**src/hdl/line_counter.sv**
```systemverilog
/*
 * Loadable up-counter. It sweeps tag rows during a clear; its low bits
 * step the word offset of a line fill. last marks the final step.
 */
`timescale 1ns/1ps
`default_nettype none

module line_counter #(
  parameter int WIDTH = 8
) (
  input  wire              clk,
  input  wire              rst,
  input  wire              start,
  input  wire [WIDTH-1:0]  load_value,
  input  wire              step,
  output logic [WIDTH-1:0] count,
  output logic             last
);

  // steps taken since the last start
  logic [WIDTH-1:0] steps;

  always_ff @(posedge clk) begin
    if (rst) begin
      count <= '0;
      steps <= '0;
    end else if (start) begin
      count <= load_value;
      steps <= '0;
    end else if (step) begin
      count <= count + 1'b1;
      steps <= steps + 1'b1;
    end
  end

  assign last = &steps;

  a_start_step: assert property (@(posedge clk) disable iff (rst) !(start && step))
    else $error("line_counter: start and step together");

endmodule

`default_nettype wire

```
**config.mk**
```make
export PLATFORM = sky130hd
export DESIGN_NAME = line_counter
export DESIGN_NICKNAME = d
export VERILOG_FILES = /design/src/hdl/line_counter.sv
export SDC_FILE = /design/constraint.sdc
export NUM_CORES = 1
export LEC_CHECK = 0
export ABC_AREA = 0
export BUFFER_PORTS_ARGS = -buffer_cell sky130_fd_sc_hd__buf_4
export CORE_MARGIN = 2
export CORE_UTILIZATION = 50
export CTS_CLUSTER_SIZE = 20
export DETAILED_ROUTE_END_ITERATION = 16
export HOLD_SLACK_MARGIN = 0.03
export PLACE_DENSITY = 0.77
export SLEW_MARGIN = 10
export SYNTH_ARGS = -nofsm -noshare
export SYNTH_HDL_FRONTEND = slang
export SYNTH_SLANG_ARGS = --single-unit
```
**constraint.sdc**
```tcl
create_clock -name clk -period 1.36 [get_ports clk]
set_input_delay 0.136 -clock clk [delete_from_list [all_inputs] [get_ports clk]]
set_output_delay 0.136 -clock clk [all_outputs]
set_load 0.1 [all_outputs]
```
==> flow_metrics.tcl <==
set metrics [dict create \
    cp.arrival_ns 1.23 \
    gp_congestion 0.7142 \
    fin_skew_ns 0.004071 \
    grt_pass1_wl_microns 3243 \
    core_sq_um 1506 \
    dr.pass1.iters 4 \
    pre_cts_ws_ns 0.1299 \
    pin_count 21 \
    vias 735 \
    dr.first_iter.drc_count 8 \
    drc 0 \
    wl_per_cell_microns 14.14 \
    viasPerCell 5.526 \
    synth_top_cell_area_share 0.3988 \
    end_kind "output pin" \
    synth_commonest_cells "dfxtp_1 (16), nor2_1 (10), a21oi_1 (8), nand3_1 (6)" \
    slowest_stage "dfxtp_2" \
    finalCriticalPeriod_ns 1.365 \
    synth_most_common_cell "dfxtp_1" \
    p_leak_nw 0.4384 \
    synth_edf_count 0 \
    start_util 0.5332 \
    placementRows 14 \
    synth_top_area_cell "dfxtp_1" \
    finalSetupTns_ns -0.004663 \
    ys.flop_type "dfxtp_1" \
    die_area_sq_um 1943 \
    setup_slack_ns -0.004663 \
    antenna_cells 0 \
    crit_path_start_kind "flop" \
    crit_path_start "steps[1]" \
    wl_microns 1880 \
    cp.buffers_inverters 1 \
    hold_class "input port to flop" \
    synth.distinct_cells 28 \
    port_buffers 20 \
    hp-start "load_value[1]" \
    n_fill_cell 125 \
    area_growth_pct 37.23 \
    synth_area_leaders "dfxtp_1 (40%), xor2_1 (5.5%), a21oi_1 (5.0%)" \
    required_ns 1.22 \
    fin_nets 132 \
    violations "setup timing" \
    cts_buffers 3 \
    async_flop_share 0 \
    synth-seq-area-share 0.3988 \
    clkSinkCount 16 \
    grt_max_degree 16 \
    clk_pin_slew_ns 0.10 \
    slew_viol_final 0 \
    clock_path_buffers 2 \
    timing.fmax_mhz 732.8 \
    setup_viol 1 \
    avgSynthCellArea_sq_um 8.637 \
    period_share 1.003 \
    totalPowerFinal_mw 1.107 \
    die_w_microns 44.08 \
    chipHeight_microns 44.08 \
    tightest_slew_ns 0.2788 \
    antenna_found_initial 0 \
    path_delay_family "flip-flops" \
    syn-cell-area_sq_um 803.3 \
    crit_path_cell_trace "ha_4, nand3_2, nor2_4, buf_12" \
    crit_type "flop to output pin" \
    clockRootBuffer "clkbuf_4" \
    cts_tree "done" \
    r2r_start "steps[3]" \
    status "complete, but fails checks" \
    grt.total_usage 0.2293 \
    cpPeakStageDelay_ns 0.37 \
    yosysWarningCount 0 \
    ant_nets 0 \
    postSynthCellCount 93 \
    rsz0062_at_grt "yes" \
    grt_pass1_vias 740 \
    peakVddDrop_mv 0.8121 \
    hold_viol_final 0 \
    h-tree-depth 1 \
    overflow 0 \
    syn_nets 107 \
    slew_headroom 0.8156 \
    cp_max_fo 4 \
    utilization 0.7317 \
    drive_above_1_share 0.4103 \
    maxCapViolCount 0 \
    hpwl_microns 1226 \
    clk_latency_ns 0.30 \
    hold_slack_ns 0.07294 \
    cellPowerDensity_nw_per_um2 1005 \
    ys_ff_latch 16 \
]
[cells in the final DEF (no fill, tap or decap)]
cell       Yosys  routed
xor2_1         5       5
buf_4          1      23
nand4_1        5       5
or3_1          3       3
or2_2          1       1
nand3_1        6       5
a211oi_1       1       1
nand4_2        1       1
clkbuf_8       0       1
nand3_2        0       1
dfxtp_2        0       6
o21a_1         4       4
o21ai_0        3       3
nor2_1        10       9
nand2_1        3       3
o221ai_1       1       1
nand3b_1       1       1
mux2i_1        3       3
ha_4           0       2
or2_0          1       1
o31a_1         2       2
o2111ai_1      1       1
inv_1          5       5
clkbuf_4       0       3
a21oi_1        8       8
dfxtp_1       16       3
nor2_4         0       1
buf_12         0       1
nor3b_1        1       1
dfxtp_4        0       7
mux2_2         1       1
xnor2_1        3       3
nor3_1         2       2
[layout make-up]
type	instances	area, sq um	share of cell area
clock buffer	4	36.28	0.03292
inverter	5	18.77	0.01703
multi-input combinational	68	480.5	0.4359
sequential	16	354.1	0.3212
tap	16	20.02	0.01816
timing repair buffer	24	192.7	0.1748
[final timing paths]
check | end | slack, ns | cells after the start
worst max-delay path | last | -0.005 | 4
worst min-delay path | count[1] | 0.07 | 3
worst max register to register | steps[7] | 0.06 | 4
worst min register to register | steps[6] | 0.51 | 2
[repair_timing]
item                       CTS  global route
buffers inserted             2             2
hold endpoints to repair     0             0
resized for setup           10             2
setup endpoints to repair    1             1
pin swaps                    3             2
hold buffers                 0             0
[tightest hold or removal path: stages]
cell     delay (ns)
buf_4          0.08
mux2i_1        0.06
nor2_1         0.08
[stage by stage]
| step | cells | cell area (sq um) |
|---|---|---|
| 6_report | 133 | 1102 |
| 5_1_grt | 133 | 1102 |
| 3_3_place_gp | 125 | 997.2 |
| 2_1_floorplan | 93 | 848.3 |
| 3_5_place_dp | 125 | 997.2 |
| 4_1_cts | 131 | 1084 |
[registers in the layout, indices dropped and copies added, names as in the netlist]
signal and flops:
count 8, steps 8
[per-layer routing]
metal	GRT usage	up-vias	share of wire
met2	0.3735	18	0.45
met5	0	-	0
met3	0.05306	5	0.045
met4	0.1091	0	0.019
met1	0.2861	333	0.48
li1	-	379	-
[power breakdown]
group | internal [mW] | switching (mW) | total (mW)
sequential | 0.486 | 0.0294 | 0.515
combinational | 0.0827 | 0.181 | 0.263
clock | 0.164 | 0.165 | 0.329
total | 0.732 | 0.375 | 1.11
[cells by family after synthesis]
kind of cell               count (synthesis)  share of synthesized area
AOI/OAI and AO/OA                         20                     0.1589
DFF                                       16                     0.3988
and+or+nand+nor                           34                     0.2228
adders and majority gates                  2                    0.03115
xor gates and xnor gates                   8                    0.08723
buffers and inverters                      9                    0.04985
muxes                                      4                    0.05140
Note: power is estimated with default switching activity, not from simulation.
