===== config.mk =====
export PLATFORM = sky130hd
export DESIGN_NAME = cache_fsm
export DESIGN_NICKNAME = d
export VERILOG_FILES = /design/src/hdl/cache_pkg.sv /design/src/hdl/cache_fsm.sv
export SDC_FILE = /design/constraint.sdc
export NUM_CORES = 1
export LEC_CHECK = 0
export BUFFER_PORTS_ARGS = -buffer_cell sky130_fd_sc_hd__buf_2
export CAP_MARGIN = 5
export CORE_MARGIN = 4
export CORE_UTILIZATION = 41
export CTS_CLUSTER_SIZE = 12
export DETAILED_ROUTE_END_ITERATION = 10
export GPL_ROUTABILITY_DRIVEN = 0
export PLACE_DENSITY = 0.8
export SLEW_MARGIN = 20
export SYNTH_ARGS = -nofsm -noshare
export SYNTH_HDL_FRONTEND = slang
export SYNTH_SLANG_ARGS = --single-unit

===== constraint.sdc =====
create_clock -name clk -period 5.3 [get_ports clk]
set_clock_uncertainty 0.15 [all_clocks]
set_input_delay 1.59 -clock clk [delete_from_list [all_inputs] [get_ports clk]]
set_output_delay 1.59 -clock clk [all_outputs]
set_load 0.02 [all_outputs]

===== src/hdl/cache_pkg.sv =====
/*
 * Shared widths, types and encodings of the 2-way write-through cache.
 * Modules refer to these by scoped name (cache_pkg::name).
 */
`default_nettype none

package cache_pkg;

  // cpu word address, byte address bits 28..1
  localparam int ADDR_W     = 28;
  localparam int OFFSET_W   = 2;
  localparam int INDEX_W    = 8;
  localparam int TAG_W      = ADDR_W - INDEX_W - OFFSET_W;
  localparam int WAY_ADDR_W = INDEX_W + OFFSET_W;

  // field positions inside cpu_adr
  localparam int INDEX_LSB = OFFSET_W;
  localparam int TAG_LSB   = OFFSET_W + INDEX_W;

  typedef logic [15:0] word_t;
  // bit 0 selects the low byte
  typedef logic [1:0]  byte_sel_t;

  // lru = 1 makes way 0 the next victim
  typedef struct packed {
    logic             lru;
    logic             valid1;
    logic             valid0;
    logic [TAG_W-1:0] tag1;
    logic [TAG_W-1:0] tag0;
  } tag_entry_t;

  // source of a tag write
  localparam logic [1:0] TAG_SEL_REFRESH = 2'd0;
  localparam logic [1:0] TAG_SEL_FILL    = 2'd1;
  localparam logic [1:0] TAG_SEL_CLEAR   = 2'd2;

  // source of a way write
  localparam logic WDATA_CPU = 1'b0;
  localparam logic WDATA_SDR = 1'b1;

  typedef enum logic [3:0] {
    CLEAR,
    IDLE,
    WRITE,
    WRITE_HOLD,
    READ,
    READ_HOLD,
    FILL_FIRST,
    FILL_REST,
    FILL_HOLD
  } ctrl_state_t;

endpackage

`default_nettype wire


===== src/hdl/cache_fsm.sv =====
/*
 * Cache controller. Serves cpu reads and write-through writes, runs the
 * four-word line fill from sdram and sweeps the tag store on reset and
 * on a clear request. Holds the cache-enable and clear-edge registers.
 */
`timescale 1ns/1ps
`default_nettype none

module cache_fsm (
  input  wire                    clk,
  input  wire                    rst,
  input  wire                    cpu_cs,
  input  wire                    cpu_we,
  input  wire [3:0]              cpu_cache_ctrl,
  input  wire                    cache_inhibit,
  input  wire                    hit,
  input  wire                    hit_way,
  input  wire                    victim_way,
  input  wire                    sdr_read_ack,
  input  wire cache_pkg::word_t  sdr_dat_r,
  input  wire cache_pkg::word_t  way_rdata,
  input  wire                    count_last,
  output logic                   cpu_ack,
  output cache_pkg::word_t       cpu_dat_r,
  output logic                   wb_en,
  output logic                   sdr_read_req,
  output logic                   tag_we,
  output logic [1:0]             tag_sel,
  output logic                   fill_way,
  output logic [1:0]             way_we,
  output logic                   fill_active,
  output logic                   wdata_sel,
  output logic                   read_way,
  output logic                   count_start,
  output logic                   count_step
);

  cache_pkg::ctrl_state_t state;
  logic                   cc_en;
  logic [1:0]             clr_q;
  logic                   clear_edge;
  logic                   clr_pend;
  // line goes into the cache at all
  logic                   store;
  // words still to come after the first
  logic [1:0]             fill_left;

  assign clear_edge = clr_q[0] && !clr_q[1];

  // the hitting way is read back on reads and merged on writes
  assign read_way = hit_way;

  always_ff @(posedge clk) begin
    if (rst) begin
      state        <= cache_pkg::CLEAR;
      cpu_ack      <= 1'b0;
      wb_en        <= 1'b0;
      sdr_read_req <= 1'b0;
      cc_en        <= 1'b0;
      clr_q        <= 2'b00;
      clr_pend     <= 1'b0;
      fill_way     <= 1'b0;
      store        <= 1'b0;
      fill_left    <= 2'd0;
    end else begin
      wb_en <= 1'b0;
      // control bits only move between accesses
      if (!cpu_cs) begin
        cc_en <= cpu_cache_ctrl[0];
        clr_q <= {clr_q[0], cpu_cache_ctrl[3]};
      end
      if (clear_edge && !cpu_cs) begin
        clr_pend <= 1'b1;
      end else if (state == cache_pkg::CLEAR) begin
        clr_pend <= 1'b0;
      end
      case (state)
        cache_pkg::CLEAR: begin
          if (count_last) state <= cache_pkg::IDLE;
        end
        cache_pkg::IDLE: begin
          // a pending clear goes before the next access
          if (clr_pend) begin
            state <= cache_pkg::CLEAR;
          end else if (cpu_cs) begin
            state <= cpu_we ? cache_pkg::WRITE : cache_pkg::READ;
          end
        end
        cache_pkg::WRITE: begin
          wb_en <= 1'b1;
          state <= cpu_cs ? cache_pkg::WRITE_HOLD : cache_pkg::IDLE;
        end
        cache_pkg::WRITE_HOLD: begin
          wb_en <= cpu_cs;
          if (!cpu_cs) state <= cache_pkg::IDLE;
        end
        cache_pkg::READ: begin
          if (cc_en && hit) begin
            cpu_dat_r <= way_rdata;
            state     <= cache_pkg::READ_HOLD;
          end else begin
            sdr_read_req <= 1'b1;
            fill_way     <= victim_way;
            store        <= cc_en && !cache_inhibit;
            fill_left    <= 2'd3;
            state        <= cache_pkg::FILL_FIRST;
          end
        end
        cache_pkg::READ_HOLD: begin
          cpu_ack <= cpu_cs;
          if (!cpu_cs) state <= cache_pkg::IDLE;
        end
        cache_pkg::FILL_FIRST: begin
          // requested word goes straight to the cpu
          if (sdr_read_ack) begin
            sdr_read_req <= 1'b0;
            cpu_dat_r    <= sdr_dat_r;
            cpu_ack      <= 1'b1;
            state        <= cache_pkg::FILL_REST;
          end
        end
        cache_pkg::FILL_REST: begin
          if (sdr_read_ack) begin
            fill_left <= fill_left - 2'd1;
            if (fill_left == 2'd1) state <= cache_pkg::FILL_HOLD;
          end
        end
        cache_pkg::FILL_HOLD: begin
          if (!cpu_ack) state <= cache_pkg::IDLE;
        end
        default: begin
          state <= cache_pkg::IDLE;
        end
      endcase
      // ack drops on the first edge that sees cs low
      if (!cpu_cs) cpu_ack <= 1'b0;
    end
  end

  always_comb begin
    tag_we      = 1'b0;
    tag_sel     = cache_pkg::TAG_SEL_REFRESH;
    way_we      = 2'b00;
    fill_active = 1'b0;
    wdata_sel   = cache_pkg::WDATA_CPU;
    count_start = 1'b0;
    count_step  = 1'b0;
    case (state)
      cache_pkg::CLEAR: begin
        tag_we     = 1'b1;
        tag_sel    = cache_pkg::TAG_SEL_CLEAR;
        count_step = 1'b1;
      end
      cache_pkg::IDLE: begin
        count_start = clr_pend;
      end
      cache_pkg::WRITE: begin
        // keep a cached copy current even with the cache disabled
        if (hit) way_we = hit_way ? 2'b10 : 2'b01;
      end
      cache_pkg::READ: begin
        // hit refreshes lru, miss loads the requested offset
        if (cc_en && hit) begin
          tag_we = 1'b1;
        end else begin
          count_start = 1'b1;
        end
      end
      cache_pkg::FILL_FIRST, cache_pkg::FILL_REST: begin
        fill_active = 1'b1;
        wdata_sel   = cache_pkg::WDATA_SDR;
        count_step  = sdr_read_ack;
        if (sdr_read_ack && store) way_we = fill_way ? 2'b10 : 2'b01;
        if (state == cache_pkg::FILL_FIRST) begin
          tag_we  = sdr_read_ack && store;
          tag_sel = cache_pkg::TAG_SEL_FILL;
        end
      end
      default: begin
      end
    endcase
  end

  a_ack_release: assert property (@(posedge clk) disable iff (rst)
    $fell(cpu_cs) |=> !cpu_ack)
    else $error("cache_fsm: cpu_ack held after cpu_cs fell");

  a_one_way: assert property (@(posedge clk) disable iff (rst) !(&way_we))
    else $error("cache_fsm: both ways written at once");

endmodule

`default_nettype wire


==> flow_results.org, run 1 <==
** Worst setup path
- Critical Path Fanout Max :: 4
- CP Class :: in2out
- Crit-path cells :: buf_2, a21oi_1, nand3_1, nand2_1, buf_2
- At the worst endpoint, the arrival time is 2.44 ns.
- Cell type of the slowest stage on the worst timing path :: sky130_fd_sc_hd__a21oi_1
- The cell that appears most often on the critical path is sky130_fd_sc_hd__buf_2.
- Broken down by cell family, the worst path's largest delay share belongs to simple AND/OR/NAND/NOR gates.
- CP Launch Type :: primary input
- STA puts the critical path data required time at 3.56 ns.
- The largest single stage delay on the critical path is 0.28 ns.
- Together, buffers and inverters on the worst path number 2.
- Element type at the critical path end :: output pin

** Floorplan
- Horizontal die dimension :: 70.5 um
- Initial standard-cell utilization of the core :: 43.1%
- Die Ht :: 70.5 um
- In this run the core area contains 22 standard-cell rows.
- Number of primary I/O pins :: 76
- Area of the core region :: 0.00372 mm^2
- The die covers 0.00497 mm^2.

** Placement
- Setup slack at placement :: 1.14 ns
- Placed wire-length estimate after detailed placement :: 2760 um
- Dpl cells :: 261
- # port buffers :: 73
- Post-placement cell area :: 0.00197 mm^2

** Cells and area
- Antenna Diode Count :: 0
- The post-route netlist has 45.7% of its cells at a drive strength greater than 1.
- Number of nets in the layout :: 267
- Highest-count cells in the layout ignoring fill and taps :: sky130_fd_sc_hd__buf_2, sky130_fd_sc_hd__mux2_2, sky130_fd_sc_hd__edfxtp_1
- Leading cell type in the layout, fill and taps excluded :: sky130_fd_sc_hd__buf_2
- Post-synthesis to final-layout area growth :: 28.0%
- Once layout is complete, the cells apart from fillers number 269.
- With fillers left out, the area of the finished cells amounts to 0.00205 mm^2.

** Timing
- Worst slew slack as a fraction of its limit :: 53.6%
- Final WS setup :: 1.12 ns
- At the pin with the least slew margin, the transition time is 0.696 ns.
- Unrepaired setup endpoints after global routing :: false
- Static timing analysis puts the maximum clock frequency at 0.239 GHz.
- Final hold analysis gives a worst-case slack of 0.323 ns.
- The final critical path takes up 78.9% of the cycle.
- Total count of max-transition violations in the final report :: 0
- Fin Setup TNS :: 0 ns
- Total of endpoints with negative setup slack in the final report :: 0
- The number of hold-slack violations in the final timing report is 0.
- Final critical-path required period :: 4.18 ns

** Routing
- Total via count after detailed routing :: 1373
- Number of DRC violations after detailed routing :: 0
- Dividing the detail-routed via count by the number of cells gives 5.10.
- After detailed routing, the average wire length per cell comes to 13.3 um.
- Routed Antenna Nets :: 0
- The detailed router finished its first iteration with 59 violations.
- The final layout contains routed wiring with a total length of 3590 um.
- Pre-antenna DRT Iters :: 5

** Clock network
- Count of clock tree sinks :: 31
- TritonCTS built the clock tree.
- Cell chosen for the clock root :: sky130_fd_sc_hd__clkbuf_8
- Counting the buffers created by CTS gives 5.
- Number of buffers inserted to repair setup after CTS :: 0
- The clock reaches the later pin of the worst-skew pair after 0.27 ns.
- Maximum clock insertion buffer count :: 2
- Reg clk slew, reported paths :: 0.06 ns
- Hold-fix buffer count after cts :: 0
- The H-tree was split into 2 levels.
- CTS-repair resized insts :: 0

** Synthesis
- During synthesis, Yosys emitted a total of 0 warnings.
- Dividing the synthesized area by the synthesized cell count gives 10.5 um^2.
- Total of flip-flops plus latches after synthesis :: 31
- Among all flip-flop cells after synthesis, the most frequent one is sky130_fd_sc_hd__edfxtp_1.
- EDFF count, synth :: 16
- Of the synthesized area, sequential elements account for 48.7%.
- Counting every net in the synthesized netlist gives 199.
- Number of cells produced by synthesis :: 152
- The synthesized netlist contains 44 unique library cells.
- After synthesis, the share of flip-flops with an asynchronous set or reset is 0%.
- The mapped netlist covers 0.00160 mm^2.

** Global routing
- The first global-routing pass estimated 5830 um of wire.
- GRT Resource Usage Total :: 14.8%
- After global routing the overflow that remains totals 0.
- Pin count of the biggest net entering global routing :: 20
- Initial antenna violation count :: 0
- The number of global-route vias before repair came to 1318.

** Job
- Max-cap violations :: 0

** Power and ir drop
- IR analysis of the VDD net gives a maximum drop of 0.000189 V.
- Power Density :: 306 mW/mm^2
- Leak :: 0.879 nW

** Worst hold path
- Worst hold path type :: reg2reg

** Status
- Run status :: complete, no violations
report_power, final:
part	switching, mW	internal (mW)
Combinational	0.0921	0.0781
Clock	0.0760	0.0898
Sequential	0.0275	0.265
tightest hold or removal path: cells and delay by family (launching register included):
| kind | cells | cell delay [ns] |
|---|---|---|
| compound gates | 1 | 0.05 |
| flops | 1 | 0.32 |
| simple gates | 1 | 0.06 |
final cells by class:
class                      instances  area, um^2
clock buffer                       6        72.6
sequential                        31         781
inverter                           9        33.8
multi-input combinational         99         723
fill                             331        1660
clock inverter                     2        8.76
tap                               48        60.1
timing repair buffer              74         373
metrics by stage:
stage | utilization, % | power [mW]
finish | 55.2 | 0.629
global route | 55.2 | 0.672
CTS | 55.2 | 0.635
detailed placement | 53.0 | 0.466
global placement | 53.0 | 0.463
floorplan | - | 0.418
flip-flops by register name (all words and copies together), names as in the netlist:
register	cells
cc_en	1
clr_pend	1
clr_q	2
cpu_ack	1
cpu_dat_r	16
fill_left	2
fill_way	1
sdr_read_req	1
state	4
store	1
wb_en	1
per-layer routing:
layer / track usage (%) / part of all wire, % / vias up
li1: - / - / 687
met1: 18.3 / 43 / 610
met2: 22.5 / 43 / 69
met3: 6.33 / 12 / 7
met4: 6.38 / 1.5 / 0
met5: 0 / 0 / -
synth_stat cells (2+ instances only):
cell type,count,share of area [%]
sky130_fd_sc_hd__edfxtp_1,16,30
sky130_fd_sc_hd__mux2_2,16,11
sky130_fd_sc_hd__dfxtp_1,15,19
sky130_fd_sc_hd__nand2_1,10,2.3
sky130_fd_sc_hd__nor2_1,10,2.3
sky130_fd_sc_hd__inv_1,9,2.1
sky130_fd_sc_hd__nand3_1,7,2.2
sky130_fd_sc_hd__a21oi_1,6,1.9
sky130_fd_sc_hd__nor3_1,6,1.9
sky130_fd_sc_hd__clkbuf_1,5,1.2
sky130_fd_sc_hd__mux2i_1,5,3.1
sky130_fd_sc_hd__nand3b_1,4,1.9
sky130_fd_sc_hd__and3_1,3,1.2
sky130_fd_sc_hd__buf_2,3,0.94
sky130_fd_sc_hd__buf_4,3,1.4
sky130_fd_sc_hd__nor2b_1,3,1.2
sky130_fd_sc_hd__o22ai_1,3,1.2
sky130_fd_sc_hd__a32oi_1,2,1.1
path summary, 6_finish.rpt:
| kind | from | end | slack [ns] | cells past startpoint |
|---|---|---|---|---|
| setup / recovery | hit | count_start | 1.12 | 5 |
| hold reg to reg | store | store | 0.32 | 2 |
| setup reg to reg | state[0] | cpu_dat_r[6] | 2.94 | 3 |
| hold / removal | store | store | 0.32 | 2 |
logic make-up (layout without fill, tap and decap cells):
kind of cell / after synthesis / after routing / synth area share, %
mux: 22 / 22 / 15.3
fa+ha+maj: 1 / 1 / 0.781
simple gates: 51 / 51 / 17.1
compound gates: 24 / 24 / 11.0
flops: 31 / 31 / 48.7
buf+inv: 22 / 91 / 6.56
xor+xnor: 1 / 1 / 0.547
Power figures use the tool's default switching activity.
==> inputs of run 2 (changes only) <==
--- a/config.mk
+++ b/config.mk
@@ -8,7 +8,7 @@
 export BUFFER_PORTS_ARGS = -buffer_cell sky130_fd_sc_hd__buf_2
 export CAP_MARGIN = 5
 export CORE_MARGIN = 4
-export CORE_UTILIZATION = 41
+export CORE_UTILIZATION = 43
 export CTS_CLUSTER_SIZE = 12
 export DETAILED_ROUTE_END_ITERATION = 10
 export GPL_ROUTABILITY_DRIVEN = 0
==> constraint.sdc (replaced) <==
create_clock -name clk -period 4.2 [get_ports clk]
set_clock_uncertainty 0.15 [all_clocks]
set_input_delay 1.26 -clock clk [delete_from_list [all_inputs] [get_ports clk]]
set_output_delay 1.26 -clock clk [all_outputs]
set_load 0.02 [all_outputs]
==> run 2 against run 1 <==
Die area decreased by 4.1%. Global-route usage decreased by 0.086 points. Hold slack improved by 0.0074 ns. Non-clock buffer count increased by 1. Cell count decreased by 0.37%. First-iteration DRC count decreased by 1.7%. Combinational power increased by 25%. Critical path depth unchanged. Core utilization increased by 4.8 points.
==> flow_results.org, run 2 (synthesis gave the netlist of run 1 again) <==
** Floorplan
- The number of placed I/O pins was 76 (unchanged).
- The starting density of the core came to 46.2% (was 43.1%).
- The number of cell rows was 21 (was 22).
- Area of the core region :: 0.00347 mm^2 (was 0.00372 mm^2)
- Die Ht :: 69.1 um (was 70.5 um)
- Horizontal die dimension :: 69.1 um (was 70.5 um)
- The overall die area was 0.00477 mm^2 (was 0.00497 mm^2).

** Timing
- Unrepaired setup endpoints after global routing :: false (unchanged)
- Slew @ Worst Pin :: 0.545 ns (was 0.696 ns)
- Final critical-path required period :: 3.52 ns
- Total of endpoints with negative setup slack in the final report :: 0 (unchanged)
- Highest attainable clock frequency :: 0.284 GHz
- The worst slew margin relative to its limit was 63.6% (was 53.6%).
- The aggregate negative setup slack was 0 ns (unchanged).
- Ratio of final minimum period to clock period :: 83.8%
- The count of final max-slew check failures came to 0 (unchanged).
- Final Hold Violating Endpoints :: 0 (unchanged)

** Clock network
- Cell chosen for the clock root :: sky130_fd_sc_hd__clkbuf_8 (unchanged)
- The number of instances resized during post-cts repair came to 0 (unchanged).
- Maximum clock insertion buffer count :: 2 (unchanged)
- The CTS tree was yes (unchanged).
- Hold-fix buffer count after cts :: 0 (unchanged)
- H-tree depth reported by CTS :: 2 (unchanged)
- Count of clock tree sinks :: 31 (unchanged)
- The number of post-CTS setup repair buffers is 0 (unchanged).
- Clock latency at the later pin of the worst-skew pair :: 0.28 ns (was 0.27 ns)
- The number of clock buffers inserted by TritonCTS was 5 (unchanged).
- Reg clk slew, reported paths :: 0.07 ns (was 0.06 ns)

** Global routing
- The wire length of the first global-routing pass came to 5840 um (was 5830 um).
- GRT Resource Usage Total :: 14.7% (was 14.8%)
- The sum of overflow across all layers after global routing was 0 (unchanged).
- Pin count of the biggest net entering global routing :: 20 (unchanged)
- The initial antenna violation count came to 0 (unchanged).
- Via count of the first global-routing pass :: 1256 (was 1318)

** Placement
- The estimated wirelength of the detail-placed design was 2650 um (was 2760 um).
- The area of placed instances was 0.00198 mm^2 (was 0.00197 mm^2).
- The number of placed cells counting well taps was 260 (was 261).
- The number of input and output port buffers inserted was 73 (unchanged).

** Worst setup path
- The master of the slowest instance on the critical path is sky130_fd_sc_hd__a21oi_1 (unchanged).
- The endpoint type of the worst setup path is an output pin (unchanged).
- Slowest cell delay on critical path :: 0.27 ns (was 0.28 ns)
- The worst path required time was 2.79 ns (was 3.56 ns).
- CP Class :: in2out (unchanged)
- The nature of the critical path startpoint is a primary input (unchanged).
- Critical Path Fanout Max :: 4 (unchanged)
- The most frequent cell on the critical path is sky130_fd_sc_hd__buf_2 (unchanged).
- Arrival time worst endpoint :: 2.11 ns (was 2.44 ns)
- Crit-path cells :: buf_2, a21oi_1, nand3_1, nand2_1, buf_2 (unchanged)

** Worst hold path
- The path category of the worst min-delay check is reg2reg (unchanged).

** Cells and area
- The largest register by flop count is cpu_dat_r (unchanged).
- The area of all placed cells without fillers was 0.00208 mm^2 (was 0.00205 mm^2).
- The number of inserted diodes is 0 (unchanged).
- Number of nets in the layout :: 268 (was 267)
- The count of filler cells inserted in the layout is 299 (was 331).
- The number of flip-flops under the largest register name is 16 (unchanged).
- Share of post-route cells with drive strength above 1 :: 46.4% (was 45.7%)
- Post-synthesis to final-layout area growth :: 30.0% (was 28.0%)
- Highest-count cells in the layout ignoring fill and taps :: sky130_fd_sc_hd__buf_2, sky130_fd_sc_hd__mux2_2, sky130_fd_sc_hd__edfxtp_1 (unchanged)
- The core utilization of the finished layout is 60.1% (was 55.2%).
- Leading cell type in the layout, fill and taps excluded :: sky130_fd_sc_hd__buf_2 (unchanged)
- Top flop regs :: cpu_dat_r (16), state (4) (unchanged)
- The non-filler instance count after layout is 268 (was 269).

** Power and ir drop
- The worst voltage drop across the vdd grid is 0.000191 V (was 0.000189 V).
- The static leakage power was 0.898 nW (was 0.879 nW).
- The power density of the placed cells came to 413 mW/mm^2 (was 306 mW/mm^2).

** Routing
- Routed Antenna Nets :: 0 (unchanged)
- The residual DRC count is 0 (unchanged).
- Number of vias per cell after detailed routing :: 5.19 (was 5.10)
- DRT Wirelength :: 3480 um (was 3590 um)
- The total number of vias came to 1391 (was 1373).
- The number of design-rule violations left by the first detailed-router iteration came to 58 (was 59).
- The per-cell routed wire length came to 13.0 um (was 13.3 um).
- Pre-antenna DRT Iters :: 4 (was 5)

** Job
- The number of max-capacitance violations reported is 0 (unchanged).

** Status
- Run status :: complete, no violations (unchanged)
run 2: changes by cell type in the layout (fill, tap and decap cells not counted), sizes merged:
cell | before | now
buf | 74 | 75
bufinv | 0 | 1
clkbuf | 6 | 5
run 2: stage by stage:
stage	hold WS [ns]	setup WS [ns]	power, mW
after floorplan	0.296	0.256	0.528
final	0.330	0.680	0.860
after detailed placement	0.315	0.696	0.586
after global placement	0.309	0.703	0.584
after CTS	0.333	0.689	0.869
after global routing	0.346	0.611	0.913
run 2: final timing paths:
kind,start,slack (ns),endpoint,cells after the start
worst min register to register,store,0.33,store,2
worst max-delay path,hit,0.68,count_start,5
worst max register to register,state[2],2.08,state[1],4
worst min-delay path,store,0.33,store,2
run 2: metal layers:
| metal | vias to the layer above | GRT usage (%) | share of wire (%) |
|---|---|---|---|
| met2 | 85 | 22.7 | 43 |
| li1 | 690 | - | - |
| met5 | - | 0 | 0 |
| met3 | 6 | 6.98 | 12 |
| met1 | 610 | 18.4 | 43 |
| met4 | 0 | 3.90 | 1.0 |
run 2: layout make-up:
cell class	instances	area (um^2)	area share, %
inverter	9	33.8	1.62
clock buffer	5	68.8	3.30
multi-input combinational	99	723	34.7
clock inverter	3	38.8	1.86
timing repair buffer	75	380	18.3
tap	46	57.6	2.76
sequential	31	781	37.5
run 2: worst max-delay path, delay by kind of cell:
kind            cells  cell delay (ns)
simple gates        2             0.30
compound gates      1             0.27
buf+inv             2             0.28
run 2: power breakdown:
group	switching [mW]	internal, mW
combinational	0.114	0.0986
clock	0.106	0.173
sequential	0.0340	0.334
total	0.254	0.606
==> inputs of run 3 (changes only) <==
--- a/config.mk
+++ b/config.mk
@@ -8,7 +8,7 @@
 export BUFFER_PORTS_ARGS = -buffer_cell sky130_fd_sc_hd__buf_2
 export CAP_MARGIN = 5
 export CORE_MARGIN = 4
-export CORE_UTILIZATION = 43
+export CORE_UTILIZATION = 41
 export CTS_CLUSTER_SIZE = 12
 export DETAILED_ROUTE_END_ITERATION = 10
 export GPL_ROUTABILITY_DRIVEN = 0
==> constraint.sdc (replaced) <==
create_clock -name clk -period 3.1 [get_ports clk]
set_clock_uncertainty 0.15 [all_clocks]
set_input_delay 0.93 -clock clk [delete_from_list [all_inputs] [get_ports clk]]
set_output_delay 0.93 -clock clk [all_outputs]
set_load 0.02 [all_outputs]
==> run 3 against run 2 <==
Clock-buffer cell count is the same. Critical path type unchanged. Cell area is 1.4% higher. Non-clock buffer count rose by 2. Critical endpoint unchanged. Sequential share of layout area down 0.53 points. Die area up 4.3%. Cell count rose by 1.5%.
==> flow_results.org, run 3 (synthesis gave the netlist of run 1 again) <==
** Cells and area
- Footprint of the flip-flops and latches :: 781 um^2 (unchanged)
- Post-synthesis to final-layout area growth :: 31.9% (was 30.0%)
- Total of fill cells in the finished design :: 324 (was 299)
- Antenna Diode Count :: 0 (unchanged)
- Multi-input logic area :: 736 um^2 (was 723 um^2)
- Highest-count cells in the layout ignoring fill and taps :: sky130_fd_sc_hd__buf_2, sky130_fd_sc_hd__mux2_2, sky130_fd_sc_hd__edfxtp_1 (unchanged)
- Register ranked first by flip-flop count :: cpu_dat_r (unchanged)
- Number of nets in the layout :: 270 (was 268)
- Number of flip-flops in the largest register :: 16 (unchanged)
- The leading cell type in the layout, fill and taps excluded is sky130_fd_sc_hd__buf_2 (unchanged).
- The share of final-layout standard cells stronger than drive strength 1 was 46.9% (was 46.4%).
- Top flop regs :: cpu_dat_r (16), state (4) (unchanged)

** Worst setup path
- The master of the slowest instance on the critical path is sky130_fd_sc_hd__a21oi_1 (unchanged).
- Element type at the critical path end :: output pin (unchanged)
- The most frequent cell on the critical path was sky130_fd_sc_hd__buf_2 (unchanged).
- CP Launch Type :: primary input (unchanged)
- CP Class :: in2out (unchanged)
- Slowest cell delay on critical path :: 0.26 ns (was 0.27 ns)
- The cell family contributing the most delay on the critical path is simple AND/OR/NAND/NOR gates (unchanged).
- The highest fanout seen on the critical path came to 4 (unchanged).
- The path length in cells of the critical path came to 5 (unchanged).
- The worst reg2reg path depth is 4 (unchanged).
- Crit-path cells :: buf_2, a21oi_1, nand3_1, nand2_1, buf_2 (unchanged)
- The worst path required time is 2.02 ns (was 2.79 ns).
- Arrival time worst endpoint :: 1.78 ns (was 2.11 ns)
- Buffers & Inverters on Critical Path :: 2 (unchanged)

** Worst hold path
- The path category of the worst min-delay check was reg2reg (unchanged).
- Instance count along the most critical hold path :: 2 (unchanged)

** Floorplan
- The x dimension of the die was 70.5 um (was 69.1 um).
- Die Ht :: 70.5 um (was 69.1 um)
- Num rows :: 22 (was 21)
- Initial standard-cell utilization of the core :: 43.1% (was 46.2%)
- Area of the core region :: 0.00372 mm^2 (was 0.00347 mm^2)
- Number of primary I/O pins :: 76 (unchanged)
- Die Outline Area :: 0.00497 mm^2 (was 0.00477 mm^2)

** Power and ir drop
- The worst voltage drop across the vdd grid is 0.000285 V (was 0.000191 V).
- The static leakage power is 0.909 nW (was 0.898 nW).
- Power Density :: 557 mW/mm^2 (was 413 mW/mm^2)

** Status
- Run status :: complete, no violations (unchanged)

** Routing
- The detailed-route vias per instance came to 5.12 (was 5.19).
- Pre-antenna DRT Iters :: 4 (unchanged)
- The routed wire length came to 3570 um (was 3480 um).
- Number of DRC violations after detailed routing :: 0 (unchanged)
- Total via count after detailed routing :: 1392 (was 1391)
- Number of violations reported at the end of detailed-routing iteration 0 :: 72 (was 58)
- The remaining antenna violation count is 0 (unchanged).
- Post-DR wirelength/cell :: 13.1 um (was 13.0 um)

** Timing
- Ratio of final minimum period to clock period :: 92.3%
- After layout, the minimum clock period comes to 2.86 ns.
- The number of hold-slack violations in the final timing report came to 0 (unchanged).
- The aggregate negative setup slack was 0 ns (unchanged).
- The count of final max-slew check failures is 0 (unchanged).
- Unrepaired setup endpoints after global routing: false (unchanged).
- The total of endpoints with negative setup slack in the final report came to 0 (unchanged).
- Final WS setup :: 0.238 ns (was 0.680 ns)
- Based on the critical path, the design can be clocked at up to 0.349 GHz.
- Slew @ Worst Pin :: 0.515 ns (was 0.545 ns)
- The worst slew margin relative to its limit came to 65.6% (was 63.6%).

** Placement
- The setup slack at placement is 0.265 ns (was 0.696 ns).
- The estimated wirelength of the detail-placed design came to 2780 um (was 2650 um).
- # port buffers :: 73 (unchanged)

** Clock network
- The number of post-CTS setup repair buffers was 0 (unchanged).
- The clock transition at the register clock pins on the worst setup and hold paths after CTS is 0.06 ns (was 0.07 ns).
- The clock root buffer was sky130_fd_sc_hd__clkbuf_8 (unchanged).
- The total number of H-tree levels is 2 (unchanged).
- The worst-skew pair later-pin latency is 0.28 ns (about the same).
- The number of clock buffers inserted by TritonCTS is 5 (unchanged).
- Clock tree from TritonCTS :: yes (unchanged)
- CTS-repair resized insts :: 0 (unchanged)
- The number of clock sinks seen by CTS is 31 (unchanged).
- The number of buffers added to fix hold violations after cts came to 0 (unchanged).
- The maximum number of buffers from clock root to sink came to 2 (unchanged).

** Global routing
- Initial antenna violation count :: 0 (unchanged)
- The wire length of the first global-routing pass was 5720 um (was 5840 um).
- The number of global-route vias before repair is 1256 (unchanged).
- The sum of overflow across all layers after global routing is 0 (unchanged).
- GRT Resource Usage Total :: 14.4% (was 14.7%)
- Pin count of the biggest net entering global routing :: 20 (unchanged)

** Job
- Max-cap violations :: 0 (unchanged)
==> run 3: cell types whose count changed in the layout (fill, tap and decap cells not counted) <==
cell                        delta
sky130_fd_sc_hd__buf_4         +2
sky130_fd_sc_hd__a2111oi_4     +1
sky130_fd_sc_hd__a2111oi_2     -1
==> run 3: power by group <==
group	switching (mW)	leakage (nW)	total, mW	internal [mW]
Sequential	0.0316	0.266	0.485	0.453
Clock	0.139	0.0556	0.373	0.235
Combinational	0.179	0.587	0.320	0.141
Total	0.349	0.909	1.18	0.828
==> run 3: stage by stage <==
| step | hold slack, ns | std cells | util, % | cell area (um^2) | power, mW |
|---|---|---|---|---|---|
| floorplan | 0.296 | 152 | - | 1610 | 0.718 |
| global placement | 0.316 | 264 | 54.0 | 2010 | 0.810 |
| detailed placement | 0.314 | 264 | 54.0 | 2010 | 0.814 |
| CTS | 0.324 | 272 | 56.9 | 2110 | 1.19 |
| global route | 0.360 | 272 | 56.9 | 2110 | 1.25 |
| finish | 0.325 | 272 | 56.9 | 2110 | 1.18 |
==> run 3: worst min-delay path: cells and delay by family (launching register included) <==
kind | cells | cell delay [ns]
AO/OA/AOI/OAI | 1 | 0.05
flip-flops | 1 | 0.32
AND/OR/NAND/NOR | 1 | 0.06
==> run 3: routing by layer <==
metal / track usage (%) / vias to the layer above / share of wire, %
li1: - / 693 / -
met3: 5.18 / 8 / 13
met5: 0 / - / 0
met1: 17.2 / 611 / 41
met4: 6.38 / 0 / 1.9
met2: 23.1 / 80 / 43
==> run 3: layout make-up <==
cell class                      instances  share of cell area (%)
Sequential cell                        31                    36.9
Multi-Input combinational cell         99                    34.8
Timing Repair Buffer                   77                    18.7
Clock buffer                            5                    3.26
Tap cell                               48                    2.84
Clock inverter                          3                    1.84
Inverter                                9                    1.60
==> run 3: path summary, 6_finish.rpt <==
kind	from	end	slack, ns
hold / removal	store	store	0.33
setup / recovery	hit	count_start	0.24
hold reg to reg	store	store	0.33
setup reg to reg	state[0]	cpu_dat_r[0]	0.99
